`src/i2c_pkg.sv`:
```
`default_nettype none

package i2c_pkg;

    //============================================================
    // Bus widths
    //============================================================

    typedef logic [6:0] i2c_addr_t;   // 7-bit slave address
    typedef logic [7:0] i2c_byte_t;   // One byte on the wire
    typedef logic [7:0] i2c_count_t;  // Bytes per transaction, 0 means 1
    typedef logic [1:0] i2c_phase_t;  // Quarter of one SCL bit

    //============================================================
    // Bit phases, in bus order
    //============================================================

    localparam i2c_phase_t PH_SETUP = 2'd0;  // SCL low, SDA may change
    localparam i2c_phase_t PH_RISE  = 2'd1;  // SCL released
    localparam i2c_phase_t PH_HOLD  = 2'd2;  // SCL high, sample at end
    localparam i2c_phase_t PH_FALL  = 2'd3;  // SCL pulled low again

    // Protocol states
    typedef enum logic [3:0] {
        ST_IDLE,
        ST_START,
        ST_ADDR,
        ST_ADDR_ACK,
        ST_WRITE,
        ST_WRITE_ACK,
        ST_READ,
        ST_READ_ACK,
        ST_STOP,
        ST_ERROR
    } i2c_state_e;

endpackage

`default_nettype wire
```
`src/i2c_phase_timer.sv`:
```
`timescale 1ns/1ps
`default_nettype none

module i2c_phase_timer #(
    parameter int QUARTER_CYCLES = 10
) (
    input  logic                clk,
    input  logic                rst_n,
    input  logic                active,      // Transaction in flight
    input  logic                scl_in,      // Synchronized SCL
    output i2c_pkg::i2c_phase_t phase,
    output logic                phase_tick   // Last cycle of the current phase
);
    import i2c_pkg::*;

    localparam int CNT_W = (QUARTER_CYCLES > 1) ? $clog2(QUARTER_CYCLES) : 1;
    localparam logic [CNT_W-1:0] CNT_LAST = CNT_W'(QUARTER_CYCLES - 1);

    logic [CNT_W-1:0] cnt;
    logic             at_end;
    logic             stretched;

    assign at_end = (cnt == CNT_LAST);

    // SCL is released by the master in PH_HOLD, low here means slave holds it
    assign stretched = (phase == PH_HOLD) && !scl_in;

    assign phase_tick = active && at_end && !stretched;

    always_ff @(posedge clk or negedge rst_n) begin
        if (!rst_n) begin
            cnt   <= '0;
            phase <= PH_SETUP;
        end else if (!active) begin
            cnt   <= '0;        // Every transaction starts at PH_SETUP
            phase <= PH_SETUP;
        end else if (phase_tick) begin
            cnt   <= '0;
            phase <= phase + 2'd1;  // PH_FALL wraps to PH_SETUP
        end else if (!at_end) begin
            cnt <= cnt + 1'b1;
        end
        // At end and stretched, count simply waits
    end

endmodule

`default_nettype wire

```
`config.mk`:
```
export PLATFORM = sky130hd
export DESIGN_NAME = i2c_phase_timer
export DESIGN_NICKNAME = d
export VERILOG_FILES = /design/src/i2c_pkg.sv /design/src/i2c_phase_timer.sv
export SDC_FILE = /design/constraint.sdc
export NUM_CORES = 1
export LEC_CHECK = 0
export BUFFER_PORTS_ARGS = -buffer_cell sky130_fd_sc_hd__buf_4
export CAP_MARGIN = 0
export CORE_AREA = 2 2 39 41
export DETAILED_ROUTE_END_ITERATION = 16
export DIE_AREA = 0 0 41 43
export PLACE_DENSITY = 0.52
export SYNTH_ARGS = -nofsm -noshare
export SYNTH_HDL_FRONTEND = slang
export SYNTH_SLANG_ARGS = --single-unit
```
`constraint.sdc`:
```
create_clock -name clk -period 2.5 [get_ports clk]
set_clock_uncertainty 0.2 [all_clocks]
set_input_delay 0.25 -clock clk [delete_from_list [all_inputs] [get_ports clk]]
set_output_delay 0.25 -clock clk [all_outputs]
set_load 0.03 [all_outputs]
```
==> After elaboration in Yosys (flattened, before gate mapping) <==
Index checks and enable logic that the tools add are counted.
{ "totals": {"ff_bits": 6, "out_inout_bits": 3, "elab_cells": 18} }
{ "classes": {"addsub": 2, "eq_ne": 4, "muxes": 5, "reduce_logical": 5} }
{ "op_table": {"columns": ["cell", "count"], "rows": [
  ["$mux W4", 3],
  ["$add A4 B1 Y4 const B", 1],
  ["$eq A4 B4 Y1 const B", 1],
  ["$mux W2", 2],
  ["$logic_and A1 B1 Y1", 3],
  ["$ne A3 B3 Y1 const B", 1],
  ["$add A2 B1 Y2 const B", 1],
  ["$eq A2 B2 Y1 const B", 1],
  ["$logic_not A1 Y1", 2],
  ["$ne A2 B1 Y1 const B", 1]
]} }

==> Depth between registers and ports, before layout <==
{ "logic_depth": {"depth_word": 6, "mapped_depth": 5, "mapped_depth_nobuf": 5} }

==> Least setup slack after synthesis <==
No wires, ideal clock.
{ "synth_path": {"path_type": "register -> output", "startpoint": "register phase[0]", "endpoint": "output phase_tick", "arrival_ns": 1.417, "slack_ns": 0.633, "path_stages_with_launch": 6, "path_buffers": 0, "cell_sequence": "dfrtp_1 > inv_1 > ha_1 > nand2b_1 > nor2b_4 > and2_1"} }
{ "synth_via": {"elab_chain_cells": 4} }
{ "synth_lines": {"columns": ["element", "line", "rtl"], "rows": [
  ["from (decl)", "i2c_phase_timer.sv:11", "output i2c_pkg::i2c_phase_t phase,"],
  ["from (signal assigned)", "i2c_phase_timer.sv:39", "phase <= phase + 2'd1;"],
  ["$eq A2 B2 Y1", "i2c_phase_timer.sv:26", "assign stretched = (phase == PH_HOLD) && !scl_in;"],
  ["$logic_and A1 B1 Y1", "i2c_phase_timer.sv:26", null],
  ["$logic_not A1 Y1", "i2c_phase_timer.sv:28", "assign phase_tick = active && at_end && !stretched;"],
  ["$logic_and A1 B1 Y1", "i2c_phase_timer.sv:28", null],
  ["to (decl)", "i2c_phase_timer.sv:12", "output logic phase_tick"]
]} }
No other way between the ends.

==> Worst setup path after layout <==
Ends and elaborated chain as after synthesis.

==> metrics.csv <==
metric,value,unit
power_density,462,mW/mm²
cts_hold_buf,1,
grt_max_degree,10,
finalCriticalPeriod,2.00,ns
cts_resized,0,
synth-simple-area-share,0.320,
reg2regPathDepth,5,
grt_overflow,0,
ant_nets,0,
grtUsageTotal,0.104,
fillers,141,
wl,680,µm
yosysTopAreaCell,dfrtp_1,
drt-pass1-iter-count,2,
diodes,0,
status,finished clean,
slew_violations,0,
required,2.05,ns
drc_errors,0,
drive_above_1_share,0.310,
io_pins,7,
syn_area_per_cell,11.4,µm²
clockBufferDepth,2,
synth-xor-area-share,0.0481,
grt_pass1_wl,1210,µm
multiInputGateArea,206,µm²
crit_start,phase[0]$_DFFE_PN0P_,
post_cts_buffers,0,
yosys_warnings,0,
die_width,41,µm
synthAdderAreaFrac,0.103,
hold_viol,0,
crit_arrival,1.55,ns
dp_hpwl,571,µm
cts.sink_count,6,
hp-class,input port to register,
initial_utilization,0.263,
cp-end-kind,output pin,
path_class,register to output pin,
drtIter0Drc,4,
r2r_end,phase[0]$_DFFE_PN0P_,
synth_fp_nets,39,
timing.fmax,501,MHz
vias,262,
synthTopCellsByCount,"6 x dfrtp_1, 3 x ha_1, 3 x mux2i_1, 3 x nand2_1",
start_kind,register,
synth_top_family_by_area,simple AND/OR/NAND/NOR gates,
yosysMostFrequentCell,dfrtp_1,
num-nets-final,51,
tightest_slew,0.146,ns
fp.coreArea,0.00138,mm²
timing.final.crit_share,0.799,
rsz0062_at_grt,false,
root_buffer,clkbuf_4,
synthTopCellsByArea,"dfrtp_1 41%, ha_1 10%, mux2i_1 8.2%",
ys.flop_type,dfrtp_1,
fp-row-count,14,
htreeDepth,1,
yosysSeqAreaShare,0.412,
routabilityCongestion,0.757,
ys_ff_latch,6,
rrSetupSlack,0.99,ns
grt_pass1_vias,314,
syn_inst,32,
avgViaCountPerCell,4.52,
reg2reg_from,phase[0]$_DFFE_PN0P_,
clkTransAtPathRegs,0.04,ns
seqCellArea,150,µm²
netlist_area,364,µm²
port-buffer-count,6,
relSlewSlack,0.900,
synth_top_area_frac,0.412,
synth_edf_count,0,
max_cap_violations,0,
dieArea,0.00176,mm²
wl_per_cell,11.7,µm
clock_latency,0.24,ns
yosysUniqueCellTypes,17,
area_growth_syn_to_layout,26.8,%
fin_util,0.334,
crit_path_end,phase_tick,
cts_tree,built,
grt_antenna_before_repair,0,
die_h,43,µm
muxShareOfSynthArea,0.0825,
setup_viol,0,
setup_tns,0,ns
synth_compound_area_frac,0.0137,
async_flop_share,1.00,
peakVddDrop,0.229,mV
cts_buffers,3,
p_leak,0.249,nW
crit_fanout,4,
[cell families (layout without fill, tap and decap cells)]
kind of cell	Yosys count	after routing
compound gates	1	1
mux	3	3
fa+ha+maj	3	3
flops	6	6
xor+xnor	2	2
buf+inv	2	12
simple gates	15	15
[power breakdown]
group	leakage [nW]	switching [W]	total [W]	internal, W
clock network	0.0138	0.0000312	0.0000852	0.0000540
registers	0.0813	0.00000475	0.000106	0.000101
logic	0.154	0.00000973	0.0000219	0.0000122
total	0.249	0.0000457	0.000213	0.000168
[worst max-delay path, cell delays in order (launching register included)]
cell and delay (ns):
dfrtp_1 0.37, inv_1 0.07, ha_1 0.22, nand2b_1 0.13, nor2b_4 0.22, and2_1 0.15, buf_4 0.15
[cells in the final DEF, fill, tap and decap left out, drive strengths merged]
cell and instances:
nor3b 1, nand3b 2, nor3 1, ha 3
and3 1, mux2i 3, dfrtp 6, o21ai 1
buf 6, and3b 1, and2 2, inv 2
nand2 3, nand2b 2, xor2 2, nand3 1
dlygate4sd3 1, clkbuf 3, nor2b 1
[flip-flops by register name (all words and copies together) (netlist names)]
name and flops:
phase 2, cnt 4
[how the worst min path moves through the flow]
stage | startpoint | end | slack (ns) | depth (start not counted)
4_1_cts | active | cnt[1]$_DFFE_PN0P_ | 0.10 | 2
5_1_grt | active | phase[1]$_DFFE_PN0P_ | 0.11 | 3
3_3_place_gp | rst_n | cnt[2]$_DFFE_PN0P_ | -0.14 | 1
3_5_place_dp | rst_n | phase[0]$_DFFE_PN0P_ | -0.14 | 1
6_report | active | cnt[1]$_DFFE_PN0P_ | 0.11 | 2
2_1_floorplan | rst_n | cnt[0]$_DFFE_PN0P_ | -0.25 | 0
[metal layers]
layer	track usage	vias to the layer above	routed length, µm
met1	0.107	129	267
met4	0.0667	0	0
li1	-	127	-
met3	0.0314	0	24
met2	0.169	6	388
met5	0	-	0
[cell type report]
| cell class | count | area share |
|---|---|---|
| clock buffers | 3 | 0.0488 |
| inverters | 2 | 0.0163 |
| multi-input cells | 24 | 0.447 |
| flip-flops and latches | 6 | 0.325 |
| well taps | 16 | 0.0434 |
| repair buffers | 7 | 0.119 |
[per-stage QoR]
stage	instance area [µm²]	worst slack (ns)	power, W	std cells	hold slack [ns]
CTS	462	0.484	0.000219	58	0.103
detailed placement	429	0.757	0.000129	54	-0.138
global placement	429	0.806	0.000127	54	-0.142
global route	462	0.397	0.000227	58	0.106
finish	462	0.504	0.000213	58	0.111
floorplan	364	0.633	0.000118	32	-0.246
Power figures use the tool's default switching activity.
