[src/i2c_pkg.sv]
`default_nettype none

package i2c_pkg;

    //============================================================
    // Bus widths
    //============================================================

    typedef logic [6:0] i2c_addr_t;   // 7-bit slave address
    typedef logic [7:0] i2c_byte_t;   // One byte on the wire
    typedef logic [7:0] i2c_count_t;  // Bytes per transaction, 0 means 1
    typedef logic [1:0] i2c_phase_t;  // Quarter of one SCL bit

    //============================================================
    // Bit phases, in bus order
    //============================================================

    localparam i2c_phase_t PH_SETUP = 2'd0;  // SCL low, SDA may change
    localparam i2c_phase_t PH_RISE  = 2'd1;  // SCL released
    localparam i2c_phase_t PH_HOLD  = 2'd2;  // SCL high, sample at end
    localparam i2c_phase_t PH_FALL  = 2'd3;  // SCL pulled low again

    // Protocol states
    typedef enum logic [3:0] {
        ST_IDLE,
        ST_START,
        ST_ADDR,
        ST_ADDR_ACK,
        ST_WRITE,
        ST_WRITE_ACK,
        ST_READ,
        ST_READ_ACK,
        ST_STOP,
        ST_ERROR
    } i2c_state_e;

endpackage

`default_nettype wire
[src/i2c_bit_engine.sv]
`timescale 1ns/1ps
`default_nettype none

module i2c_bit_engine (
    input  logic                clk,
    input  logic                rst_n,
    input  i2c_pkg::i2c_state_e state,
    input  i2c_pkg::i2c_phase_t phase,
    input  logic                phase_tick,
    input  logic                load_addr,
    input  logic                load_byte,
    input  logic                shift_bit,
    input  logic                capture_byte,
    input  logic                last_byte,
    input  i2c_pkg::i2c_byte_t  cmd_addr_rw,
    input  i2c_pkg::i2c_byte_t  wr_data,
    input  logic                sda_in,
    output logic                scl_drive_low,
    output logic                sda_drive_low,
    output logic                ack_ok,        // Slave pulled SDA low in ACK slot
    output i2c_pkg::i2c_byte_t  rd_data,
    output logic                data_valid
);
    import i2c_pkg::*;

    i2c_byte_t shreg;         // Shared by transmit and receive
    logic      hold_tick;     // Sample point
    logic      ack_slot;
    logic      data_scl_low;  // Normal bit clock shape
    logic      scl_low_nxt;
    logic      sda_low_nxt;

    assign hold_tick    = phase_tick && (phase == PH_HOLD);
    assign ack_slot     = (state == ST_ADDR_ACK) || (state == ST_WRITE_ACK);
    assign data_scl_low = (phase == PH_SETUP) || (phase == PH_FALL);

    //============================================================
    // Line shaping per state and phase
    //============================================================

    always_comb begin
        scl_low_nxt = 1'b0;  // Released unless a state pulls it
        sda_low_nxt = 1'b0;
        case (state)
            ST_START: begin
                scl_low_nxt = (phase == PH_FALL);
                sda_low_nxt = (phase == PH_HOLD) || (phase == PH_FALL);  // SDA falls, SCL high
            end
            ST_ADDR, ST_WRITE: begin
                scl_low_nxt = data_scl_low;
                sda_low_nxt = !shreg[7];  // MSB first
            end
            ST_ADDR_ACK, ST_WRITE_ACK, ST_READ: begin
                scl_low_nxt = data_scl_low;  // Slave owns SDA
            end
            ST_READ_ACK: begin
                scl_low_nxt = data_scl_low;
                sda_low_nxt = !last_byte;  // NACK on the final byte
            end
            ST_STOP, ST_ERROR: begin
                scl_low_nxt = (phase == PH_SETUP);
                sda_low_nxt = (phase == PH_SETUP) || (phase == PH_RISE);  // Rises at PH_HOLD
            end
            default: ;
        endcase
    end

    // Pin drives and status
    always_ff @(posedge clk or negedge rst_n) begin
        if (!rst_n) begin
            scl_drive_low <= 1'b0;
            sda_drive_low <= 1'b0;
            ack_ok        <= 1'b0;
            data_valid    <= 1'b0;
        end else begin
            scl_drive_low <= scl_low_nxt;
            sda_drive_low <= sda_low_nxt;
            data_valid    <= capture_byte;
            if (hold_tick && ack_slot) begin
                ack_ok <= !sda_in;
            end
        end
    end

    // Byte datapath
    always_ff @(posedge clk) begin
        if (load_addr) begin
            shreg <= cmd_addr_rw;
        end else if (load_byte) begin
            shreg <= wr_data;
        end else if (shift_bit) begin
            shreg <= {shreg[6:0], 1'b0};
        end else if (hold_tick && (state == ST_READ)) begin
            shreg <= {shreg[6:0], sda_in};  // Read bits enter at the LSB
        end
        if (capture_byte) begin
            rd_data <= shreg;  // Full byte after eighth sample
        end
    end

endmodule

`default_nettype wire

[config.mk]
export PLATFORM = sky130hd
export DESIGN_NAME = i2c_bit_engine
export DESIGN_NICKNAME = d
export VERILOG_FILES = /design/src/i2c_pkg.sv /design/src/i2c_bit_engine.sv
export SDC_FILE = /design/constraint.sdc
export NUM_CORES = 1
export LEC_CHECK = 0
export BUFFER_PORTS_ARGS = -buffer_cell sky130_fd_sc_hd__buf_2
export CORE_AREA = 2 2 49 51
export DETAILED_ROUTE_END_ITERATION = 7
export DIE_AREA = 0 0 51 53
export GPL_TIMING_DRIVEN = 0
export PLACE_DENSITY = 0.78
export SLEW_MARGIN = 20
export SYNTH_ARGS = -nofsm -noshare
export SYNTH_HDL_FRONTEND = slang
export SYNTH_SLANG_ARGS = --single-unit
export TNS_END_PERCENT = 100
[constraint.sdc]
create_clock -name clk -period 2.1 [get_ports clk]
set_input_delay 0.21 -clock clk [delete_from_list [all_inputs] [get_ports clk]]
set_output_delay 0.21 -clock clk [all_outputs]
set_load 0.01 [all_outputs]
**Yosys cells after proc, flatten, opt, wreduce, memory -nomap -nowiden**

Cells that the tools add are included.

- Equal/unequal tests: 12
- Muxes and demuxes: 6
- Reduce and logical (&&, ||, !) cells: 15

Operator list:

| operator | number |
|---|---|
| 2-to-1 mux 8 bit | 4 |
| equality test 4 x 3 -> 1 bit, second input constant | 4 |
| equality test 4 x 2 -> 1 bit, second input constant | 2 |
| equality test 4 bit, second input constant | 2 |
| OR reduction 6 bit | 1 |
| equality test 2 bit, second input constant | 2 |
| equality test 4 x 1 -> 1 bit, second input constant | 1 |
| logical OR 1 bit | 4 |
| case mux 1 bit (4 select lines) | 1 |
| nonzero test 4 bit | 1 |
| OR reduction 2 bit | 2 |
| logical AND 1 bit | 3 |
| logical NOT 1 bit | 3 |
| case mux 1 bit (3 select lines) | 1 |
| equality test 2 x 1 -> 1 bit, second input constant | 1 |
| logical NOT 2 bit | 1 |

- Bits in registers: 20
- Bits of input ports: 31
- Output and inout bits: 12
- Logic and storage cells: 39

**Logic depth before layout (Yosys ltp)**

Gate-level depths: netlist of the first run.

- Depth after elaboration: 7
- Gate-level depth with buffers: 5
- Mapped depth without buffers: 5

**Least setup slack after synthesis of the first run**

No wires, ideal clock.

- Path type: input-to-reg
- Start point: in phase[0]
- End point: reg shreg[0] (enable)
- Library setup time: 0.306 ns
- Arrival time: 1.086 ns
- Data required time: 1.794 ns
- Path slack: 0.708 ns
- Stages: 5
- Cells stage by stage: inv_1 -> ha_1 -> nand2_1 -> nor4_1 -> or4_1

- Longest elaborated chain between the ends: 4

Ends and longest elaborated chain:

| element | line | text |
|---|---|---|
| from (decl) | i2c_bit_engine.sv:8 | `input i2c_pkg::i2c_phase_t phase,` |
| equality test 2 bit | i2c_bit_engine.sv:33 | `assign hold_tick = phase_tick && (phase == PH_HOLD);` |
| logical AND 1 bit | i2c_bit_engine.sv:33 |  |
| logical AND 1 bit | i2c_bit_engine.sv:93 | `end else if (hold_tick && (state == ST_READ)) begin` |
| nonzero test 4 bit (no source line) | n/a |  |
| to (signal assigned) | i2c_bit_engine.sv:90 | `shreg <= wr_data;` |
| to (signal assigned) | i2c_bit_engine.sv:92 | `shreg <= {shreg[6:0], 1'b0};` |
| to (signal assigned) | i2c_bit_engine.sv:94 | `shreg <= {shreg[6:0], sda_in};` |
| to (decl) | i2c_bit_engine.sv:26 | `i2c_byte_t shreg;` |

Every way passes these cells.
A chain may end at the register's enable or synchronous reset.

**Worst setup path after layout of the first run**

Same ends and word-level chain as after synthesis.

==> out/metrics.cfg, run 1 <==
[synth]
synth_area_sq_um = 927
ys_seq_elements = 20
synthMuxAreaShare = 0.0877
yosys.area_share.simple = 0.117
synthAdderAreaFrac = 0.0540
synth_top_family_by_area = simple AND/OR/NAND/NOR gates
synth-compound-area-share = 0.0850
synth_seq_area_share = 0.626
syn_inst = 72
ys_warn_count = 0
synthDistinctLibCells = 23
synth_xor_area_frac = 0.00945
synth_fp_nets = 107
avgSynthCellArea_sq_um = 12.9

[timing]
hold_viol = 0
tightest_slew_ns = 0.380
maxSlewHeadroom = 0.746
clock_skew_ns = 0.0101
layout_setup_ws_ns = 0.792
finalMaxSlewViolations = 0
setup_viol = 0
rsz0062_at_grt = no
fin_crit_sh = 0.623
fin_setup_tns_ns = 0
fmax_mhz = 765
fin_crit_ns = 1.31

[floorplanning]
die_h_um = 53
ioPinCount = 43
die_w_um = 51
num_rows = 17
start_util = 0.432
die_area_sq_um = 2700
core_area_sq_um = 2150

[setup_path]
cp.required_ns = 2.10
critPathKind = input pin to flop
worstPathArrival_ns = 1.30
cp-end-kind = flop
startpoint_type = input pin
critPathMaxFanout = 8

[layout]
multi_input_area_sq_um = 328
antenna_cells = 0
nets = 154
ff_latch_area_sq_um = 581
drive_gt1_frac = 0.398
synthToLayoutAreaGrowth_pct = 32.7
nFillCells = 191
final_util = 0.573

[cts]
h-tree-depth = 1
cts_buffer_depth = 2
cts_root_buf = clkbuf_4
clock_latency_ns = 0.30
cts_tree = yes
clk_pin_slew_ns = 0.10
post_cts_resized = 0
cts_sinks = 20
numCtsBuffers = 3

[grt]
grt_start_max_net_pins = 13
grt-ovfl-total = 0
grt_pass1_vias = 671
track_usage = 0.149
grt_pass1_wl_um = 2860
antenna_found_initial = 0

[detailed_routing]
avgViaCountPerCell = 4.94
drtIter0Drc = 10
drt-total-wl_um = 1760
drc = 0
drtPass1Iterations = 4
wire_per_inst_um = 12.0
ant_nets = 0
vias = 721

[run_status]
status = complete, no violations

[power]
p_leak_nw = 0.566
p_per_area_nw_per_um2 = 749
ir_worst_vdd_mv = 0.479
p_total_uw = 921

[hold_path]
hold_path_class = input pin to flop

[place]
hpwl_um = 1430
globalplace.congestion = 0.844
place.port_buffers = 41
place_ws_ns = 0.461

[flow_run]
cap_violations = 0

## power breakdown
group	total, mW	leakage, nW	switching (mW)	internal, mW
Clock	0.306	0.0279	0.113	0.193
Sequential	0.489	0.216	0.0146	0.475
Combinational	0.126	0.322	0.0650	0.0609
## cells in the final DEF, fill, tap and decap left out
cell type,n
or4b_1,1
dlygate4sd3_1,1
nand2b_1,1
nand4b_1,1
nor2_1,1
o221ai_1,1
buf_2,41
mux2_2,1
nand3_1,2
nand2_1,11
a21oi_1,1
or4_1,2
clkbuf_4,3
o21ai_0,10
clkbuf_1,1
buf_4,1
o31ai_1,1
nor3b_1,1
nor4_1,1
ha_1,4
edfxtp_1,16
mux2i_1,7
bufinv_16,1
inv_1,2
o21a_1,1
dfrtp_1,4
xnor2_1,1
## critical path: stages
cell	delay (ns)
buf_2	0.10
inv_1	0.06
ha_1	0.23
nand2_1	0.07
nor4_1	0.04
or4_1	0.59
## worst paths after layout
check	slack, ns	to	cells after the start	from
worst max register to register	1.05	sda_drive_low	2	shreg[7]
worst max-delay path	0.79	shreg[0]	6	phase[0]
worst min-delay path	0.11	ack_ok	2	sda_in
min in group asynchronous	0.23	sda_drive_low	2	rst_n
max in group asynchronous	1.76	data_valid	2	rst_n
worst min register to register	0.48	rd_data[4]	0	shreg[4]
## timing repair
action	CTS	global route
hold endpoints to repair	4	0
hold buffers	1	0
buffers inserted	0	0
## through the flow
step,area (sq um),std cells,hold slack [ns]
after global placement,1170,141,0.0138
after CTS,1230,146,0.106
after detailed placement,1170,141,0.0150
after floorplan,927,72,-0.0856
final,1230,146,0.112
after global routing,1230,146,0.114
## cells by family after synthesis
family / after synthesis
buf+inv: 4
fa+ha+maj: 4
simple gates: 21
flops: 20
compound gates: 14
xor+xnor: 1
mux: 8
## state kept, by name, summed over array words and instances (netlist names)
name / cells
sda_drive_low: 1
ack_ok: 1
scl_drive_low: 1
shreg: 8
data_valid: 1
rd_data: 8
## cell usage after synthesis
library cell / count / area [sq um]
o21a_1: 1 / 7.51
nand2_1: 11 / 41.3
inv_1: 2 / 7.51
nand2b_1: 1 / 6.26
or4_1: 2 / 15.0
clkbuf_1: 1 / 3.75
a21oi_1: 1 / 5.00
ha_1: 4 / 50.1
o221ai_1: 1 / 8.76
nor3b_1: 1 / 7.51
dfrtp_1: 4 / 100
o31ai_1: 1 / 7.51
nand3_1: 2 / 10.0
nor4_1: 1 / 6.26
nand4b_1: 1 / 8.76
xnor2_1: 1 / 8.76
o21ai_0: 10 / 50.1
mux2_2: 1 / 11.3
mux2i_1: 7 / 70.1
or4b_1: 1 / 10.0
nor2_1: 1 / 3.75
buf_4: 1 / 7.51
edfxtp_1: 16 / 480
## layout make-up
class                      count  share of cell area
tap                           28              0.0285
timing repair buffer          42               0.175
clock buffer                   3              0.0183
clock inverter                 1              0.0244
multi-input combinational     48               0.267
buffer                         2             0.00916
sequential                    20               0.472
inverter                       2             0.00610
## routing by layer
layer,vias up,track usage,wire length (um)
met5,-,0,0
met4,0,0.113,65
met3,6,0.0254,92
met2,28,0.260,879
met1,324,0.163,720
li1,363,-,-
No activity file was read; power rests on OpenSTA's default activity.
==> inputs of run 2 (changes only) <==
Settings changed: CORE_AREA 2 2 49 51 to 2 2 52 54, DIE_AREA 0 0 51 53 to 0 0 54 56, PLACE_DENSITY 0.78 to 0.74.
Clock period 2.1 ns to 1.1 ns, I/O delays scaled along.
==> run 2 against run 1 <==
  * Worst hold slack worse by 0.095 ns
  * Non-clock buffer count unchanged
  * Global-route usage down 1.4 points
  * Critical path depth down 4
  * Cell count increased by 1.4%
  * Sequential share of layout area fell by 0.29 points
  * Total power rose by 65%
  * Clock power rose by 7.2%
  * Sequential power grew 91%
  * Clock skew up 0.0019 ns
  * Via count grew 1.7%
  * Largest cell class unchanged
  * Combinational power increased by 100%
==> out/metrics.cfg, run 2 (synthesis results as in run 1) <==
[setup_path]
startpoint_type = flop
critPathMaxStageDelay_ns = 0.47  ; -0.12 ns
crit_chain = or4_1 -> nand3_1
critPathBufInv = 0  ; -2
cp.required_ns = 1.32  ; -0.78 ns
critPathMaxFanout = 2  ; -6
cp-end-kind = flop
path_depth = 2  ; -4
critPathKind = flop to flop
worstPathArrival_ns = 1.23  ; -0.07 ns
crit_family = simple AND/OR/NAND/NOR gates
r2r_cells = 2  ; unchanged
cp_slowest_cell = or4_1

[cts]
clock_latency_ns = 0.29  ; about the same
cts_tree = yes
clk_pin_slew_ns = 0.09  ; about the same
h-tree-depth = 1  ; unchanged
postCtsSetupBuffers = 0  ; unchanged
cts_sinks = 20  ; unchanged
cts_buffer_depth = 2  ; unchanged
numCtsBuffers = 3  ; unchanged
cts_root_buf = clkbuf_4

[layout]
synthToLayoutAreaGrowth_pct = 33.5
reg_top3 = rd_data x8, shreg x8
final_cell_mix = 40 x buf_2, 16 x edfxtp_1, 11 x nand2_1
antenna_cells = 0  ; unchanged
nets = 154  ; unchanged
drive_gt1_frac = 0.415  ; +0.0169
final_common_cell = buf_2
final_util = 0.509  ; -0.0638

[grt]
track_usage = 0.136  ; -0.0137
grt_start_max_net_pins = 12  ; -1
grt-ovfl-total = 0  ; unchanged
grt_pass1_vias = 710  ; +5.8%
grt_pass1_wl_um = 2980  ; +4.1%
antenna_found_initial = 0  ; unchanged

[detailed_routing]
vias = 733  ; +1.7%
avgViaCountPerCell = 4.95  ; +0.29%
wire_per_inst_um = 12.2  ; +1.6%
drtPass1Iterations = 4  ; unchanged
drc = 0  ; unchanged
ant_nets = 0  ; unchanged
drtIter0Drc = 22  ; +12
drt-total-wl_um = 1810  ; +3.0%

[place]
place.port_buffers = 41  ; unchanged
globalplace.congestion = 0.774  ; -8.3%
hpwl_um = 1450  ; +1.9%

[timing]
fin_crit_ns = 1.01
finalMaxSlewViolations = 0  ; unchanged
setup_viol = 0  ; unchanged
clock_skew_ns = 0.0120  ; +0.00190 ns
hold_viol = 0  ; unchanged
fmax_mhz = 990
maxSlewHeadroom = 0.702  ; -0.0448
hold_slack_ns = 0.0171  ; -0.0950 ns
tightest_slew_ns = 0.448  ; +0.0672 ns
fin_setup_tns_ns = 0  ; unchanged
rsz0062_at_grt = no
fin_crit_sh = 0.918

[flow_run]
cap_violations = 0  ; unchanged

[floorplanning]
core_area_sq_um = 2430  ; +13%
num_rows = 18  ; +1
die_area_sq_um = 3020  ; +12%
die_h_um = 56  ; +5.7%
start_util = 0.381  ; -0.0504
die_w_um = 54  ; +5.9%
ioPinCount = 43  ; unchanged

[power]
p_per_area_nw_per_um2 = 1220  ; +64%
p_leak_nw = 0.557  ; -1.5%
p_total_mw = 1.52  ; +65%
ir_worst_vdd_mv = 0.664  ; +39%

[hold_path]
hold_depth = 2  ; unchanged
hold_path_class = input pin to flop

[run_status]
status = complete, no violations

## run 2: cell count changes in the layout (fill, tap and decap cells not counted), sizes merged
cell,change
clkinv,+1
bufinv,-1
## run 2: worst register-to-register path, cell delays in order (launching register included)
cell	delay, ns
edfxtp_1	0.39
or4_1	0.47
nand3_1	0.09
## run 2: per-stage QoR
step                worst slack (ns)  cell area (sq um)  std cells
floorplan                    -0.0637                956         72
global placement              -0.324               1200        143
detailed placement            -0.331               1200        143
CTS                           0.0291               1240        148
global route                  0.0218               1240        148
finish                        0.0900               1240        148
## run 2: final timing paths
path                                from       endpoint  slack (ns)
worst max-delay path            shreg[7]  sda_drive_low        0.09
worst min-delay path              sda_in         ack_ok        0.02
worst max register to register  shreg[7]  sda_drive_low        0.09
worst min register to register  shreg[7]     rd_data[7]        0.46
max in group asynchronous          rst_n  sda_drive_low        0.83
min in group asynchronous          rst_n  scl_drive_low        0.15
## run 2: per-layer routing
layer / GRT usage / vias to the layer above / wire length [um]
met2: 0.211 / 27 / 885
met5: 0 / - / 0
li1: - / 364 / -
met1: 0.170 / 338 / 725
met3: 0.0215 / 4 / 141
met4: 0.0857 / 0 / 57
## run 2: what timing repair did
item | 4_1_cts | 5_1_grt
hold buffers | 1 | 0
resized for setup | 1 | 0
endpoints found under the hold margin | 4 | 0
setup endpoints to repair | 8 | 2
pin swaps | 0 | 1
## run 2: layout make-up
cell class | instances | area [sq um]
Tap cell | 30 | 37.5
Timing Repair Buffer | 42 | 218
Clock inverter | 1 | 3.75
Buffer | 2 | 11.3
Inverter | 2 | 20.0
Clock buffer | 3 | 22.5
Sequential cell | 20 | 581
Fill cell | 233 | 1190
Multi-Input combinational cell | 48 | 344
## run 2: where the power goes
group	switching [mW]	internal [mW]
registers	0.0263	0.906
logic	0.133	0.122
clock network	0.196	0.132
==> inputs of run 3 (changes only) <==
Settings changed: CORE_AREA 2 2 52 54 to 2 2 50 52, CTS_BUF_LIST set to sky130_fd_sc_hd__clkbuf_8, DIE_AREA 0 0 54 56 to 0 0 52 54, PLACE_DENSITY 0.74 to 0.79.
==> run 3 against run 2 <==
  * First-iteration DRC count down 23%
  * Worst hold slack improved by 0.054 ns
  * Core utilization grew 4.0 points
  * Routed wire length up 2.9%
  * Clock power grew 42%
  * Critical path depth rose by 3
  * Sequential cell count stayed put
  * Clock skew fell by 0.0066 ns
  * Non-clock buffer count up 1
==> out/metrics.cfg, run 3 (synthesis results as in run 1) <==
[power]
p_leak_nw = 0.577  ; +3.6%
ir_worst_vdd_mv = 0.621  ; -6.5%
p_total_mw = 1.66  ; +9.6%
p_per_area_nw_per_um2 = 1300  ; +6.5%

[flow_run]
cap_violations = 0  ; unchanged

[grt]
track_usage = 0.141  ; +0.00554
grt-ovfl-total = 0  ; unchanged
grt_start_max_net_pins = 12  ; unchanged
grt_pass1_wl_um = 2840  ; -4.6%
antenna_found_initial = 0  ; unchanged
grt_pass1_vias = 648  ; -8.7%

[cts]
clk_pin_slew_ns = 0.06  ; -0.03 ns
clock_latency_ns = 0.25  ; -0.04 ns
numCtsBuffers = 3  ; unchanged
cts_buffer_depth = 2  ; unchanged
cts_root_buf = clkbuf_8
cts_sinks = 20  ; unchanged
h-tree-depth = 1  ; unchanged
cts_tree = yes

[setup_path]
cp.required_ns = 1.08  ; -0.24 ns
critPathMaxStageDelay_ns = 0.55  ; +0.08 ns
critPathMaxFanout = 8  ; +6
crit_chain = buf_2 -> ha_4 -> nand2_2 -> nor4_1 -> or4_4
critPathKind = input pin to flop
cp_slowest_cell = or4_4
worstPathArrival_ns = 1.05  ; -0.18 ns
startpoint_type = input pin
critPathBufInv = 1  ; +1
cp-end-kind = flop
crit_family = simple AND/OR/NAND/NOR gates
r2r_cells = 2  ; unchanged
path_depth = 5  ; +3

[run_status]
status = complete, no violations

[detailed_routing]
drc = 0  ; unchanged
ant_nets = 0  ; unchanged
vias = 716  ; -2.3%
drt-total-wl_um = 1860  ; +2.9%
wire_per_inst_um = 12.5  ; +2.2%
drtIter0Drc = 17  ; -23%
drtPass1Iterations = 4  ; unchanged
avgViaCountPerCell = 4.81  ; -3.0%

[layout]
synthToLayoutAreaGrowth_pct = 37.4
final_common_cell = buf_2
drive_gt1_frac = 0.429  ; +0.0133
antenna_cells = 0  ; unchanged
reg_top3 = rd_data x8, shreg x8
nFillCells = 198  ; -15%
fin_cells = 149  ; +0.68%
nets = 155  ; +0.65%
final_cell_mix = 40 x buf_2, 16 x edfxtp_1, 10 x nand2_1, 10 x o21ai_0, 7 x mux2i_1

[floorplanning]
start_util = 0.400  ; +0.0185
die_h_um = 54  ; -3.6%
core_area_sq_um = 2320  ; -4.6%
die_area_sq_um = 2810  ; -7.1%
ioPinCount = 43  ; unchanged
num_rows = 18  ; unchanged
die_w_um = 52  ; -3.7%

[hold_path]
hold_path_class = input pin to flop
hold_depth = 2  ; unchanged

[timing]
hold_viol = 0  ; unchanged
clock_skew_ns = 0.00538  ; -0.00663 ns
fin_crit_ns = 1.06  ; +0.0527 ns
fmax_mhz = 941  ; -5.0%
fin_crit_sh = 0.966  ; +0.0479
tightest_slew_ns = 0.398  ; -0.0493 ns
setup_viol = 0  ; unchanged
layout_setup_ws_ns = 0.0373  ; -0.0527 ns
finalMaxSlewViolations = 0  ; unchanged
rsz0062_at_grt = no
maxSlewHeadroom = 0.734  ; +0.0329

[place]
place_ws_ns = -0.337  ; -0.00600 ns
hpwl_um = 1450  ; -0.23%
globalplace.congestion = 0.738  ; -4.6%
place.port_buffers = 41  ; unchanged
dp_cells = 143  ; unchanged

==> run 3: worst paths after layout <==
check / startpoint / end / slack (ns)
max: phase[1] / shreg[6] / 0.04
min: sda_in / ack_ok / 0.07
max reg2reg: shreg[7] / sda_drive_low / 0.08
min reg2reg: shreg[5] / rd_data[5] / 0.46
max in group asynchronous: rst_n / ack_ok / 0.78
min in group asynchronous: rst_n / scl_drive_low / 0.20
==> run 3: report_power, final <==
| part | total (mW) | switching, mW | internal, mW |
|---|---|---|---|
| Sequential | 0.935 | 0.0276 | 0.908 |
| Combinational | 0.260 | 0.133 | 0.128 |
| Clock | 0.465 | 0.217 | 0.248 |
| Total | 1.66 | 0.378 | 1.28 |
==> run 3: layout make-up <==
cell class,count,area [sq um],area share
Sequential cell,20,581,0.456
Multi-Input combinational cell,48,347,0.272
Timing Repair Buffer,43,233,0.183
Clock buffer,3,41.3,0.0324
Tap cell,30,37.5,0.0295
Inverter,2,20.0,0.0157
Buffer,2,11.3,0.00884
Clock inverter,1,3.75,0.00295
==> run 3: stage by stage <==
step / cell area, sq um / hold WS [ns] / utilization / setup TNS (ns)
finish: 1270 / 0.0712 / 0.549 / 0
global route: 1270 / 0.0649 / 0.549 / 0
CTS: 1260 / 0.0661 / 0.542 / 0
detailed placement: 1200 / -0.0840 / 0.517 / -2.76
global placement: 1200 / -0.0856 / 0.517 / -2.59
floorplan: 956 / -0.186 / - / -0.510
==> run 3: metal layers <==
| metal | track usage | wire (um) | vias up | share of wire |
|---|---|---|---|---|
| met5 | 0 | 0 | - | 0 |
| met4 | 0.105 | 40 | 0 | 0.021 |
| met3 | 0.0167 | 60 | 4 | 0.032 |
| met2 | 0.245 | 1040 | 22 | 0.56 |
| met1 | 0.160 | 723 | 327 | 0.39 |
| li1 | - | - | 363 | - |
==> run 3: worst register-to-register path, stage by stage, from the launching register on <==
cell and delay [ns]:
edfxtp_1 0.39, or4_1 0.47, nand3_1 0.09
==> run 3: what timing repair did <==
item / in CTS / in global routing
pin swaps: 1 / 2
hold buffers: 1 / 0
setup endpoints to repair: 8 / 2
setup buffers: 0 / 1
hold endpoints to repair: 4 / 0
gates resized for setup: 1 / 3
cloned: 0 / 0
