<file path="config.mk">
export PLATFORM = sky130hd
export DESIGN_NAME = i2c_sequencer
export DESIGN_NICKNAME = d
export VERILOG_FILES = /design/src/i2c_pkg.sv /design/src/i2c_sequencer.sv
export SDC_FILE = /design/constraint.sdc
export NUM_CORES = 1
export LEC_CHECK = 0
export BUFFER_PORTS_ARGS = -buffer_cell sky130_fd_sc_hd__buf_2
export CORE_UTILIZATION = 49
export CTS_CLUSTER_DIAMETER = 200
export DETAILED_ROUTE_END_ITERATION = 6
export PLACE_DENSITY = 0.86
export SYNTH_ARGS = -nofsm -noshare
export SYNTH_HDL_FRONTEND = slang
export SYNTH_SLANG_ARGS = --single-unit
</file>
<file path="constraint.sdc">
create_clock -name clk -period 2.1 [get_ports clk]
set_clock_uncertainty 0.1 [all_clocks]
set_input_delay 0.315 -clock clk [delete_from_list [all_inputs] [get_ports clk]]
set_output_delay 0.315 -clock clk [all_outputs]
set_load 0.005 [all_outputs]
</file>
<file path="src/i2c_pkg.sv">
`default_nettype none

package i2c_pkg;

    //============================================================
    // Bus widths
    //============================================================

    typedef logic [6:0] i2c_addr_t;   // 7-bit slave address
    typedef logic [7:0] i2c_byte_t;   // One byte on the wire
    typedef logic [7:0] i2c_count_t;  // Bytes per transaction, 0 means 1
    typedef logic [1:0] i2c_phase_t;  // Quarter of one SCL bit

    //============================================================
    // Bit phases, in bus order
    //============================================================

    localparam i2c_phase_t PH_SETUP = 2'd0;  // SCL low, SDA may change
    localparam i2c_phase_t PH_RISE  = 2'd1;  // SCL released
    localparam i2c_phase_t PH_HOLD  = 2'd2;  // SCL high, sample at end
    localparam i2c_phase_t PH_FALL  = 2'd3;  // SCL pulled low again

    // Protocol states
    typedef enum logic [3:0] {
        ST_IDLE,
        ST_START,
        ST_ADDR,
        ST_ADDR_ACK,
        ST_WRITE,
        ST_WRITE_ACK,
        ST_READ,
        ST_READ_ACK,
        ST_STOP,
        ST_ERROR
    } i2c_state_e;

endpackage

`default_nettype wire
</file>
<file path="src/i2c_sequencer.sv">
`timescale 1ns/1ps
`default_nettype none

module i2c_sequencer (
    input  logic                clk,
    input  logic                rst_n,
    input  logic                start,
    input  i2c_pkg::i2c_addr_t  addr,
    input  logic                read,
    input  i2c_pkg::i2c_count_t num_bytes,
    input  i2c_pkg::i2c_phase_t phase,
    input  logic                phase_tick,
    input  logic                ack_ok,
    output i2c_pkg::i2c_state_e state,
    output logic                active,
    output logic                load_addr,
    output logic                load_byte,
    output logic                shift_bit,
    output logic                capture_byte,
    output logic                last_byte,     // Current byte gets NACK on reads
    output i2c_pkg::i2c_byte_t  cmd_addr_rw,
    output logic                wr_taken,
    output logic                done,
    output logic                ack_error,
    output logic                busy
);
    import i2c_pkg::*;

    i2c_state_e state_nxt;
    logic [2:0] bit_cnt;      // Bit within the byte, wraps after 7
    i2c_count_t bytes_left;   // Including the current byte
    logic       bit_end;
    logic       byte_end;

    assign bit_end   = phase_tick && (phase == PH_FALL);
    assign byte_end  = bit_end && (bit_cnt == 3'd7);
    assign active    = (state != ST_IDLE);
    assign busy      = active;
    assign last_byte = (bytes_left == i2c_count_t'(1));

    //============================================================
    // Strobes to the bit engine, all on the completing tick
    //============================================================

    assign load_addr    = bit_end && (state == ST_START);
    assign load_byte    = bit_end && ack_ok && !cmd_addr_rw[0]
                          && ((state == ST_ADDR_ACK)
                              || ((state == ST_WRITE_ACK) && !last_byte));
    assign shift_bit    = bit_end && ((state == ST_ADDR) || (state == ST_WRITE));
    assign capture_byte = byte_end && (state == ST_READ);

    // Host side pulses
    assign wr_taken  = load_byte;                       // wr_data sampled here
    assign done      = bit_end && (state == ST_STOP);
    assign ack_error = bit_end && (state == ST_ERROR);  // After the recovery STOP

    //============================================================
    // Next state
    //============================================================

    always_comb begin
        state_nxt = state;
        case (state)
            ST_IDLE: begin
                if (start) begin
                    state_nxt = ST_START;
                end
            end
            ST_START:     if (bit_end)  state_nxt = ST_ADDR;
            ST_ADDR:      if (byte_end) state_nxt = ST_ADDR_ACK;
            ST_ADDR_ACK: begin
                if (bit_end) begin
                    if (!ack_ok) begin
                        state_nxt = ST_ERROR;
                    end else if (cmd_addr_rw[0]) begin
                        state_nxt = ST_READ;
                    end else begin
                        state_nxt = ST_WRITE;
                    end
                end
            end
            ST_WRITE:     if (byte_end) state_nxt = ST_WRITE_ACK;
            ST_WRITE_ACK: begin
                if (bit_end) begin
                    if (!ack_ok) begin
                        state_nxt = ST_ERROR;
                    end else if (last_byte) begin
                        state_nxt = ST_STOP;
                    end else begin
                        state_nxt = ST_WRITE;
                    end
                end
            end
            ST_READ:      if (byte_end) state_nxt = ST_READ_ACK;
            ST_READ_ACK: begin
                if (bit_end) begin
                    state_nxt = last_byte ? ST_STOP : ST_READ;
                end
            end
            ST_STOP, ST_ERROR: begin
                if (bit_end) begin
                    state_nxt = ST_IDLE;
                end
            end
            default: state_nxt = ST_IDLE;
        endcase
    end

    // State and counters
    always_ff @(posedge clk or negedge rst_n) begin
        if (!rst_n) begin
            state      <= ST_IDLE;
            bit_cnt    <= '0;
            bytes_left <= '0;
        end else begin
            state <= state_nxt;
            if (state == ST_IDLE) begin
                bit_cnt <= '0;
                if (start) begin
                    bytes_left <= (num_bytes == '0) ? i2c_count_t'(1) : num_bytes;
                end
            end else if (bit_end) begin
                if ((state == ST_ADDR) || (state == ST_WRITE) || (state == ST_READ)) begin
                    bit_cnt <= bit_cnt + 3'd1;
                end
                if ((((state == ST_WRITE_ACK) && ack_ok) || (state == ST_READ_ACK))
                        && !last_byte) begin
                    bytes_left <= bytes_left - i2c_count_t'(1);  // Next byte
                end
            end
        end
    end

    // Command capture, address byte with R/W in bit 0
    always_ff @(posedge clk) begin
        if ((state == ST_IDLE) && start) begin
            cmd_addr_rw <= {addr, read};
        end
    end

endmodule

`default_nettype wire

</file>
# --- After elaboration in Yosys (flattened, before gate mapping) ---
# Index checks and enable logic that the tools add are counted.
classes:
  add_sub_neg: 2
  n_mul: 0
  n_div: 0
  n_lt_le_gt_ge: 0
  n_eq_ne: 21
  shifts: 0
  mux: 23
  bitwise_logic: 0
  n_reduce_logical: 30
ops:
  columns: ["operator", "count"]
  rows:
  - ["$mux W4", 13]
  - ["$mux W8", 5]
  - ["$pmux W4 S9", 1]
  - ["$ne A2 B2 Y1 const B", 9]
  - ["$eq A4 B3 Y1 const B", 4]
  - ["$logic_and A1 B1 Y1", 14]
  - ["$mux W3", 3]
  - ["$reduce_and A9 Y1", 1]
  - ["$eq A4 B2 Y1 const B", 2]
  - ["$eq A4 B4 Y1 const B", 2]
  - ["$eq A8 B1 Y1 const B", 1]
  - ["$logic_not A8 Y1", 1]
  - ["$sub A8 B1 Y8 const B", 1]
  - ["$reduce_bool A2 Y1", 3]
  - ["$eq A4 B1 Y1 const B", 1]
  - ["$logic_not A4 Y1", 1]
  - ["$logic_or A1 B1 Y1", 4]
  - ["$reduce_bool A4 Y1", 1]
  - ["$add A3 B1 Y3 const B", 1]
  - ["$eq A3 B3 Y1 const B", 1]
  - ["$reduce_and A3 Y1", 1]
  - ["$eq A2 B2 Y1 const B", 1]
  - ["$logic_not A1 Y1", 2]
  - ["$mux W2", 1]
  - ["other kinds (2)", 2]
totals:
  regBits: 23
  latchBits: 0
  ram_bits: 0
  romBits: 0
  output_inout_bits: 22
  memories: 0

# --- Depth between registers and ports, before layout ---
# Gate-level depths: netlist of run 1.
logic_depth:
  depth_word: 7
  mapped_depth: 8
  ltp_nobuf: 7

# --- Worst setup path after synthesis of run 1 ---
# Ideal clock, no wire load.
synth_timing:
  kind: "register -> output"
  startpoint: "register bytes_left[1]"
  endpoint: "output wr_taken"
  t_arrival_ns: 1.492
  path_slack_ns: 0.193
  stages_incl_launch_ff: 9
  path_buffers: 1
  path_cell_list: "dfrtp_1 -> inv_1 -> ha_1 -> nor3b_1 -> nand2_1 -> nand2_1 -> o21ai_0 -> and4b_1 -> buf_4"
synth_between:
  elab_chain_len: 5
synth_rtl:
  columns: ["element", "line_no", "source"]
  rows:
  - ["start, declared", "i2c_sequencer.sv:31", "i2c_count_t bytes_left;"]
  - ["start signal, assigned", "i2c_sequencer.sv:120", "bytes_left <= (num_bytes == '0) ? i2c_count_t'(1) : num_bytes;"]
  - ["start signal, assigned", "i2c_sequencer.sv:128", "bytes_left <= bytes_left - i2c_count_t'(1);"]
  - ["$eq A8 B1 Y1", "i2c_sequencer.sv:39", "assign last_byte = (bytes_left == i2c_count_t'(1));"]
  - ["$logic_not A1 Y1", "i2c_sequencer.sv:48", "|| ((state == ST_WRITE_ACK) && !last_byte));"]
  - ["$logic_and A1 B1 Y1", "i2c_sequencer.sv:48", null]
  - ["$logic_or A1 B1 Y1", "i2c_sequencer.sv:48", null]
  - ["$logic_and A1 B1 Y1", "i2c_sequencer.sv:47", "&& ((state == ST_ADDR_ACK)"]
  - ["end, declared", "i2c_sequencer.sv:22", "output logic wr_taken,"]
# No other way between the ends.

# --- Worst setup path in the final report of run 1 ---
layout_timing:
  startpoint: "register bytes_left[1]"
  endpoint: "output load_byte"
layout_between:
  elab_chain_len: 5
layout_rtl:
  columns: ["element", "line_no", "source"]
  rows:
  - ["$eq A8 B1 Y1", "i2c_sequencer.sv:39", null]
  - ["$logic_not A1 Y1", "i2c_sequencer.sv:48", null]
  - ["$logic_and A1 B1 Y1", "i2c_sequencer.sv:48", null]
  - ["$logic_or A1 B1 Y1", "i2c_sequencer.sv:48", null]
  - ["$logic_and A1 B1 Y1", "i2c_sequencer.sv:47", null]
  - ["end, declared", "i2c_sequencer.sv:17", "output logic load_byte,"]
# No other way between the ends.

==> flow_summary.json, run 1 <==
{
  "grt_pass1_wl_um": 5490,
  "ys_top_cells_by_area": "dfrtp_1 28%, edfxtp_1 18%, nor2_1 4.5%",
  "layout_commonest_cell": "buf_2",
  "min_path_type": "primary input to flop",
  "antenna_found_initial": 0,
  "worstPathCellList": "inv_2, ha_4, nor3b_4, nand2_2, nand2_1, o21ai_1, and4b_1, buf_2",
  "worst_ep_arrival_time_ns": 1.70,
  "status": "finished, violations left",
  "initial_core_util": 0.526,
  "dpl.hpwl_um": 2360,
  "drv_slew": 0,
  "power.leakage_nw": 0.807,
  "critPathRequiredTime_ns": 1.68,
  "crit_path_top_delay_cell": "dfrtp_1",
  "max_freq_ghz": 0.472,
  "yosysTopAreaCell": "dfrtp_1",
  "numCtsBuffers": 3,
  "ff_latch_area_um2": 618,
  "h-tree-depth": 1,
  "root_buffer": "clkbuf_4",
  "boundaryPins": 45,
  "finalSetupViolations": 2,
  "slowest_delay_ns": 0.42,
  "total_power_w": 0.00206,
  "vdd_drop_max_v": 0.000745,
  "grt_pass1_vias": 1272,
  "tns_ns": -0.0319,
  "critical_path.max_fanout": 3,
  "viasPerCell": 5.86,
  "postRouteAntennaNets": 0,
  "synth_top_area_share": 0.283,
  "hold_viol": 0,
  "fin_crit_ns": 2.12,
  "grt_max_degree": 17,
  "wl_per_cell_um": 16.2,
  "grt-ovfl-total": 0,
  "r2r_end": "bytes_left[5]",
  "cts_tree": "built",
  "yosysUniqueCellTypes": 42,
  "cts_sinks": 23,
  "slew_headroom": 0.663,
  "dieHeight_um": 54.1,
  "first_pass_iters": 4,
  "p_per_area_nw_per_um2": 1170,
  "cts.path.max_buffers": 2,
  "final_cell_mix": "44 x buf_2, 18 x buf_4, 16 x nor2_1, 13 x dfrtp_1, 9 x nand2_1",
  "multi_input_area_um2": 683,
  "routabilityCongestion": 0.879,
  "synth_warnings": 0,
  "syn_inst": 134,
  "nets": 222,
  "worst_pin_slew_ns": 0.499,
  "path_class": "flop to output pin",
  "post-place-ws_ns": 0.239,
  "utilization": 0.697,
  "coreArea_um2": 2520,
  "drc": 0,
  "core.rowCount": 18,
  "syn_nets": 161,
  "syn_area_per_cell_um2": 9.91,
  "worstSetupStartpointType": "flop",
  "fin_crit_sh": 1.01,
  "r2r_slack_ns": 0.04,
  "path_clk_slew_ns": 0.14,
  "grt_usage": 0.257,
  "hold_depth": 1,
  "routed-via-count": 1313,
  "end_kind": "output pin",
  "min_to": "cmd_addr_rw[4]",
  "instances_no_fill": 224,
  "syn_area_um2": 1330,
  "hold_start": "addr[3]",
  "diodes": 0,
  "drive_gt1_frac": 0.423,
  "reg2reg_from": "bytes_left[1]",
  "failed_checks": "negative setup slack",
  "clock_latency_ns": 0.32,
  "fillers": 187,
  "area_delta_synth_final_pct": 32.5,
  "die_x_um": 54.1,
  "drv_cap": 0,
  "dp_cells": 207,
  "reg2reg_depth": 7,
  "rsz0062_at_grt": "true",
  "synth-seq-area-share": 0.464,
  "dieArea_um2": 2920,
  "drtIter0Drc": 51,
  "port_buffers": 44,
  "routed_wl_um": 3620,
  "setup_ws_ns": -0.0173,
  "ys_seq_elements": 23
}
[registers in the layout, summed over array words and instances (netlist names)]
register     count
bit_cnt          3
bytes_left       8
cmd_addr_rw      8
state            4
[report_power, final]
part / switching, W / total [W] / internal, W / leakage [nW]
clock: 0.000143 / 0.000215 / 0.0000713 / 0.0177
sequential: 0.000170 / 0.000789 / 0.000619 / 0.257
combinational: 0.000574 / 0.00106 / 0.000487 / 0.533
[worst max-delay path, delay by kind of cell (launching register included)]
| family | cells | cell delay (ns) |
|---|---|---|
| flops | 1 | 0.42 |
| fa+ha+maj | 1 | 0.13 |
| compound gates | 1 | 0.05 |
| simple gates | 4 | 0.56 |
| buf+inv | 2 | 0.23 |
[what timing repair did]
action,CTS,global route
buffers inserted,11,3
endpoints found under the hold margin,15,0
hold buffers,1,0
resized for setup,3,9
pin swaps,1,6
endpoints found under the setup margin,2,8
[worst max-delay path by stage]
stage	from	slack (ns)	to
floorplan	bytes_left[1]	0.19	wr_taken
global placement	bytes_left[5]	0.28	load_byte
detailed placement	state[0]	0.24	bytes_left[5]
CTS	bytes_left[0]	0.01	load_byte
global route	bytes_left[1]	-0.14	load_byte
finish	bytes_left[1]	-0.02	load_byte
[area by class of cell]
| cell class | instances | share of cell area |
|---|---|---|
| inverters | 6 | 0.0156 |
| clock buffers | 3 | 0.0128 |
| multi-input cells | 98 | 0.388 |
| clock inverters | 1 | 0.00284 |
| well taps | 30 | 0.0213 |
| flip-flops and latches | 23 | 0.351 |
| repair buffers | 63 | 0.208 |
[per-layer routing]
| layer | share of wire | GRT usage | vias to the layer above |
|---|---|---|---|
| li1 | - | - | 615 |
| met1 | 0.39 | 0.320 | 620 |
| met2 | 0.52 | 0.430 | 61 |
| met3 | 0.055 | 0.0452 | 17 |
| met4 | 0.030 | 0.115 | 0 |
| met5 | 0 | 0 | - |
[cells in the mapped netlist]
master     n
mux2_2     1
ha_1       4
o21ai_0    8
nor3_1     4
a32oi_1    1
nand3b_1   1
or4_1      1
clkbuf_1   3
a211oi_1   2
nand2_1   10
nand4_1    2
o211ai_1   2
nor3b_1    1
a311oi_1   1
inv_1      5
a21oi_1    8
clkinv_4   1
and4b_1    1
nand2_2    1
o31ai_1    2
nand2b_1   3
nand3_1    5
nor4b_1    2
nor3_4     1
o32ai_2    1
nor4_1     3
a21oi_2    2
dfrtp_1   15
and2_1     2
edfxtp_1   8
o32ai_1    1
xor2_1     1
mux2i_1    3
buf_6      2
and3_1     1
xnor2_1    1
buf_4      2
o22ai_1    1
nor4_4     1
a31oi_1    2
nor2_1    16
a22o_1     2
[through the flow]
| stage | hold WS (ns) | instance area (um^2) |
|---|---|---|
| floorplan | -0.0806 | 1330 |
| global placement | 0.136 | 1580 |
| detailed placement | 0.140 | 1580 |
| CTS | 0.0692 | 1710 |
| global route | 0.0472 | 1760 |
| finish | 0.0625 | 1760 |
[cells by family (layout without fill, tap and decap cells)]
family	Yosys count	count (layout)	share of synthesized area
adder cells (fa/ha/maj)	4	4	0.0377
flip-flops	23	23	0.464
multiplexers	4	4	0.0311
AND/OR/NAND/NOR	55	55	0.230
AO/OA/AOI/OAI	33	33	0.167
XOR/XNOR	2	2	0.0132
buffers and inverters	13	73	0.0575
Power figures use the tool's default switching activity.
==> run 2: changes to the inputs <==
Settings changed: CORE_ASPECT_RATIO from default to 2.
==> flow_summary.json, run 2 (same netlist as run 1, synthesis figures left out) <==
{
  "status": "completed",
  "wl_per_cell_um": 16.0,
  "die_x_um": 38.8,
  "critPathRequiredTime_ns": 1.68,
  "numCtsBuffers": 3,
  "power.leakage_nw": 0.769,
  "port_buffers": 44,
  "dieArea_um2": 2930,
  "vdd_drop_max_v": 0.000718,
  "grt_pass1_vias": 1252,
  "min_path_type": "primary input to flop",
  "coreArea_um2": 2570,
  "hold_viol": 0,
  "cts.path.max_buffers": 2,
  "max_freq_ghz": 0.484,
  "end_kind": "output pin",
  "combPwrFrac": 0.477,
  "grt-ovfl-total": 0,
  "p_per_area_nw_per_um2": 1200,
  "dpl.hpwl_um": 2590,
  "drtIter0Drc": 35,
  "root_buffer": "clkbuf_8",
  "grt_usage": 0.245,
  "internal_power_w": 0.00119,
  "instances_no_fill": 214,
  "initial_core_util": 0.517,
  "hold_ws_ns": 0.120,
  "routabilityCongestion": 0.848,
  "worstSetupStartpointType": "flop",
  "post-place-ws_ns": 0.143,
  "first_pass_iters": 4,
  "boundaryPins": 45,
  "total_power_w": 0.00204,
  "cts_tree": "built",
  "worst_pin_slew_ns": 0.466,
  "routed-via-count": 1280,
  "drc": 0,
  "viasPerCell": 5.98,
  "routed_wl_um": 3420,
  "clkPwrFrac": 0.139,
  "layout_commonest_cell": "buf_2",
  "core.rowCount": 26,
  "dp_cells": 205,
  "postRouteAntennaNets": 0,
  "dieHeight_um": 75.6,
  "utilization": 0.662,
  "area_delta_synth_final_pct": 28.2,
  "final_cell_mix": "44 x buf_2, 16 x nor2_1, 14 x dfrtp_1, 10 x nand2_1, 10 x buf_4",
  "fin_crit_sh": 0.985,
  "drv_cap": 0,
  "antenna_found_initial": 0,
  "slew_headroom": 0.685,
  "finalSetupViolations": 0,
  "path_class": "flop to output pin",
  "grt_pass1_wl_um": 5060,
  "fillers": 214,
  "drive_gt1_frac": 0.382,
  "h-tree-depth": 1,
  "power_switching_w": 0.000851,
  "fin_crit_ns": 2.07,
  "diodes": 0,
  "grt_max_degree": 17,
  "seqPwrFrac": 0.384,
  "clock_latency_ns": 0.27,
  "path_clk_slew_ns": 0.08,
  "worst_ep_arrival_time_ns": 1.65,
  "reg.largest.list": "bytes_left x8, cmd_addr_rw x8, state x4",
  "critical_path.max_fanout": 3,
  "setup_ws_ns": 0.0321,
  "cts_sinks": 23,
  "switching_share": 0.416,
  "nets": 214,
  "drv_slew": 0
}
[run 2: cell count changes in the layout (fill, tap and decap cells not counted), sizes merged]
cell,change
buf,-8
clkbuf,+1
clkinv,-1
[run 2: timing repair]
| item | in CTS | in global routing |
|---|---|---|
| hold buffers | 1 | 0 |
| pin swaps | 0 | 3 |
| setup buffers | 0 | 4 |
| hold endpoints to repair | 15 | 0 |
| resized for setup | 1 | 8 |
| setup endpoints to repair | 2 | 3 |
[run 2: power groups by stage]
stage                     registers (W)  clock network [W]  logic, W
after floorplan                0.000742                  0  0.000607
after global placement         0.000755                  0  0.000831
after detailed placement       0.000767                  0  0.000865
after CTS                      0.000759           0.000283  0.000875
after global routing           0.000802           0.000297   0.00107
final                          0.000785           0.000284  0.000976
[run 2: path summary, 6_finish.rpt]
path | from | to | slack [ns] | depth (start not counted)
worst max-delay path | bytes_left[1] | load_byte | 0.03 | 8
worst min-delay path | read | cmd_addr_rw[0] | 0.12 | 1
worst max register to register | bytes_left[1] | bytes_left[5] | 0.17 | 5
worst min register to register | bit_cnt[2] | bit_cnt[2] | 0.41 | 1
max in group asynchronous | rst_n | bytes_left[0] | 1.23 | 2
min in group asynchronous | rst_n | bytes_left[4] | 0.39 | 2
[run 2: routing by layer]
metal / wire, um / vias up / GRT usage
met4: 102 / 0 / 0.176
met5: 0 / - / 0
met1: 1200 / 606 / 0.232
met2: 1940 / 63 / 0.448
met3: 174 / 12 / 0.0321
li1: - / 599 / -
[run 2: worst max-delay path, cell delays in order (launching register included)]
cell and delay [ns]:
dfrtp_1 0.40, inv_2 0.11, ha_4 0.14, nor3b_4 0.19
nand2_1 0.11, nand2_1 0.08, o21ai_1 0.06, and4b_1 0.17
buf_2 0.12
[run 2: area by class of cell]
cell class,count,area (um^2),share of cell area
multi-input combinational,98,672,0.395
sequential,23,617,0.363
clock buffer,4,45.0,0.0265
inverter,6,27.5,0.0162
timing repair buffer,55,305,0.179
tap,28,35.0,0.0206
[run 2: per-stage QoR]
| step | area (um^2) | setup TNS, ns |
|---|---|---|
| floorplan | 1330 | 0 |
| global placement | 1580 | 0 |
| detailed placement | 1580 | 0 |
| CTS | 1640 | 0 |
| global route | 1700 | -0.0875 |
| finish | 1700 | 0 |
==> run 3: changes to the inputs <==
Clock period 2.1 ns to 2.2 ns, I/O delays scaled along.
==> flow_summary.json, run 3 (same netlist as run 1, synthesis figures left out) <==
{
  "worst_ep_arrival_time_ns": 2.16,
  "initial_core_util": 0.517,
  "switching_share": 0.417,
  "routabilityCongestion": 0.822,
  "worst_pin_slew_ns": 0.576,
  "layout_commonest_cell": "buf_2",
  "first_pass_iters": 4,
  "drive_gt1_frac": 0.366,
  "instances_no_fill": 211,
  "clock_latency_ns": 0.27,
  "h-tree-depth": 1,
  "path_class": "flop to flop",
  "slowest_delay_ns": 0.55,
  "vdd_drop_max_v": 0.000627,
  "coreArea_um2": 2570,
  "power_switching_w": 0.000790,
  "reg.largest.list": "bytes_left x8, cmd_addr_rw x8, state x4",
  "total_power_w": 0.00189,
  "die_x_um": 38.8,
  "path_clk_slew_ns": 0.08,
  "slew_headroom": 0.611,
  "cts.path.max_buffers": 2,
  "grt_pass1_wl_um": 5180,
  "end_kind": "flop",
  "grt-ovfl-total": 0,
  "fin_crit_ns": 2.12,
  "nets": 211,
  "dpl.hpwl_um": 2630,
  "dieHeight_um": 75.6,
  "combPwrFrac": 0.453,
  "viasPerCell": 5.86,
  "diodes": 0,
  "worstPathCellList": "nor4_4, nand2_2, clkinv_4, a21oi_2, o21ai_0, o31ai_1",
  "finalSetupViolations": 0,
  "worstSetupStartpointType": "flop",
  "critical_path.max_fanout": 16,
  "min_path_type": "primary input to flop",
  "grt_max_degree": 17,
  "fin_crit_sh": 0.962,
  "final_cell_mix": "44 x buf_2, 16 x nor2_1, 14 x dfrtp_1, 10 x nand2_1",
  "hold_ws_ns": 0.132,
  "p_per_area_nw_per_um2": 1140,
  "critPathRequiredTime_ns": 2.24,
  "wl_per_cell_um": 16.0,
  "max_freq_ghz": 0.473,
  "setup_ws_ns": 0.0847,
  "internal_power_w": 0.00110,
  "boundaryPins": 45,
  "core.rowCount": 26,
  "drv_cap": 0,
  "seqPwrFrac": 0.406,
  "drv_slew": 0,
  "clkPwrFrac": 0.141,
  "antenna_found_initial": 0,
  "status": "completed",
  "drc": 0,
  "dp_cells": 203,
  "drtIter0Drc": 52,
  "port_buffers": 44,
  "utilization": 0.648,
  "routed_wl_um": 3380,
  "power.leakage_nw": 0.755,
  "cts_tree": "built",
  "area_delta_synth_final_pct": 25.4,
  "dieArea_um2": 2930,
  "grt_pass1_vias": 1203,
  "cts_sinks": 23,
  "root_buffer": "clkbuf_8",
  "postRouteAntennaNets": 0,
  "post-place-ws_ns": 0.0523,
  "numCtsBuffers": 3,
  "routed-via-count": 1236,
  "crit_path_top_delay_cell": "nor4_4",
  "grt_usage": 0.252,
  "hold_viol": 0
}
==> run 3: cell types whose count changed in the layout (fill, tap and decap cells not counted) <==
cell / change
buf_4: -3
ha_1: +1
ha_4: -1
nor4b_1: +1
nor4b_2: -1
o21ai_1: -1
o21ai_2: +1
==> run 3: path summary, 6_finish.rpt <==
| check | cells past startpoint | slack, ns | start | end |
|---|---|---|---|---|
| worst min-delay path | 1 | 0.13 | addr[3] | cmd_addr_rw[4] |
| min in group asynchronous | 2 | 0.40 | rst_n | state[1] |
| worst max register to register | 6 | 0.08 | state[0] | bytes_left[5] |
| worst max-delay path | 6 | 0.08 | state[0] | bytes_left[5] |
| worst min register to register | 1 | 0.42 | bit_cnt[1] | bit_cnt[1] |
| max in group asynchronous | 2 | 1.32 | rst_n | state[0] |
==> run 3: critical path, delay by kind of cell (launching register included) <==
family                 cells  cell delay, ns
AOI/OAI and AO/OA          3            0.44
buffers and inverters      1            0.18
DFF                        1            0.49
and+or+nand+nor            2            0.77
==> run 3: power groups by stage <==
stage | Combinational, W | Clock [W] | Sequential, W
global placement | 0.000727 | 0 | 0.000746
global route | 0.000949 | 0.000284 | 0.000789
floorplan | 0.000579 | 0 | 0.000709
detailed placement | 0.000777 | 0 | 0.000757
finish | 0.000857 | 0.000266 | 0.000769
CTS | 0.000782 | 0.000266 | 0.000752
==> run 3: routing by layer <==
metal / routed length (um) / track usage / vias up
li1: - / - / 591
met1: 1220 / 0.255 / 590
met2: 1960 / 0.463 / 45
met3: 134 / 0.0408 / 10
met5: 0 / 0 / -
met4: 68 / 0.134 / 0
==> run 3: stage by stage <==
| stage | area (um^2) | TNS (ns) |
|---|---|---|
| final | 1660 | 0 |
| after global routing | 1660 | -0.0193 |
| after global placement | 1560 | 0 |
| after floorplan | 1330 | 0 |
| after detailed placement | 1560 | 0 |
| after CTS | 1620 | 0 |
==> run 3: final cells by class <==
| cell class | count | area [um^2] |
|---|---|---|
| clock buffer | 4 | 45.0 |
| fill | 208 | 906 |
| inverter | 6 | 27.5 |
| multi-input combinational | 98 | 657 |
| sequential | 23 | 617 |
| tap | 28 | 35.0 |
| timing repair buffer | 52 | 283 |
==> run 3: what timing repair did <==
item / in CTS / in global routing
endpoints found under the setup margin: 2 / 7
cloned: 0 / 0
hold endpoints to repair: 15 / 0
buffers inserted: 0 / 3
pin swaps: 0 / 2
hold buffers: 1 / 0
resized for setup: 1 / 6
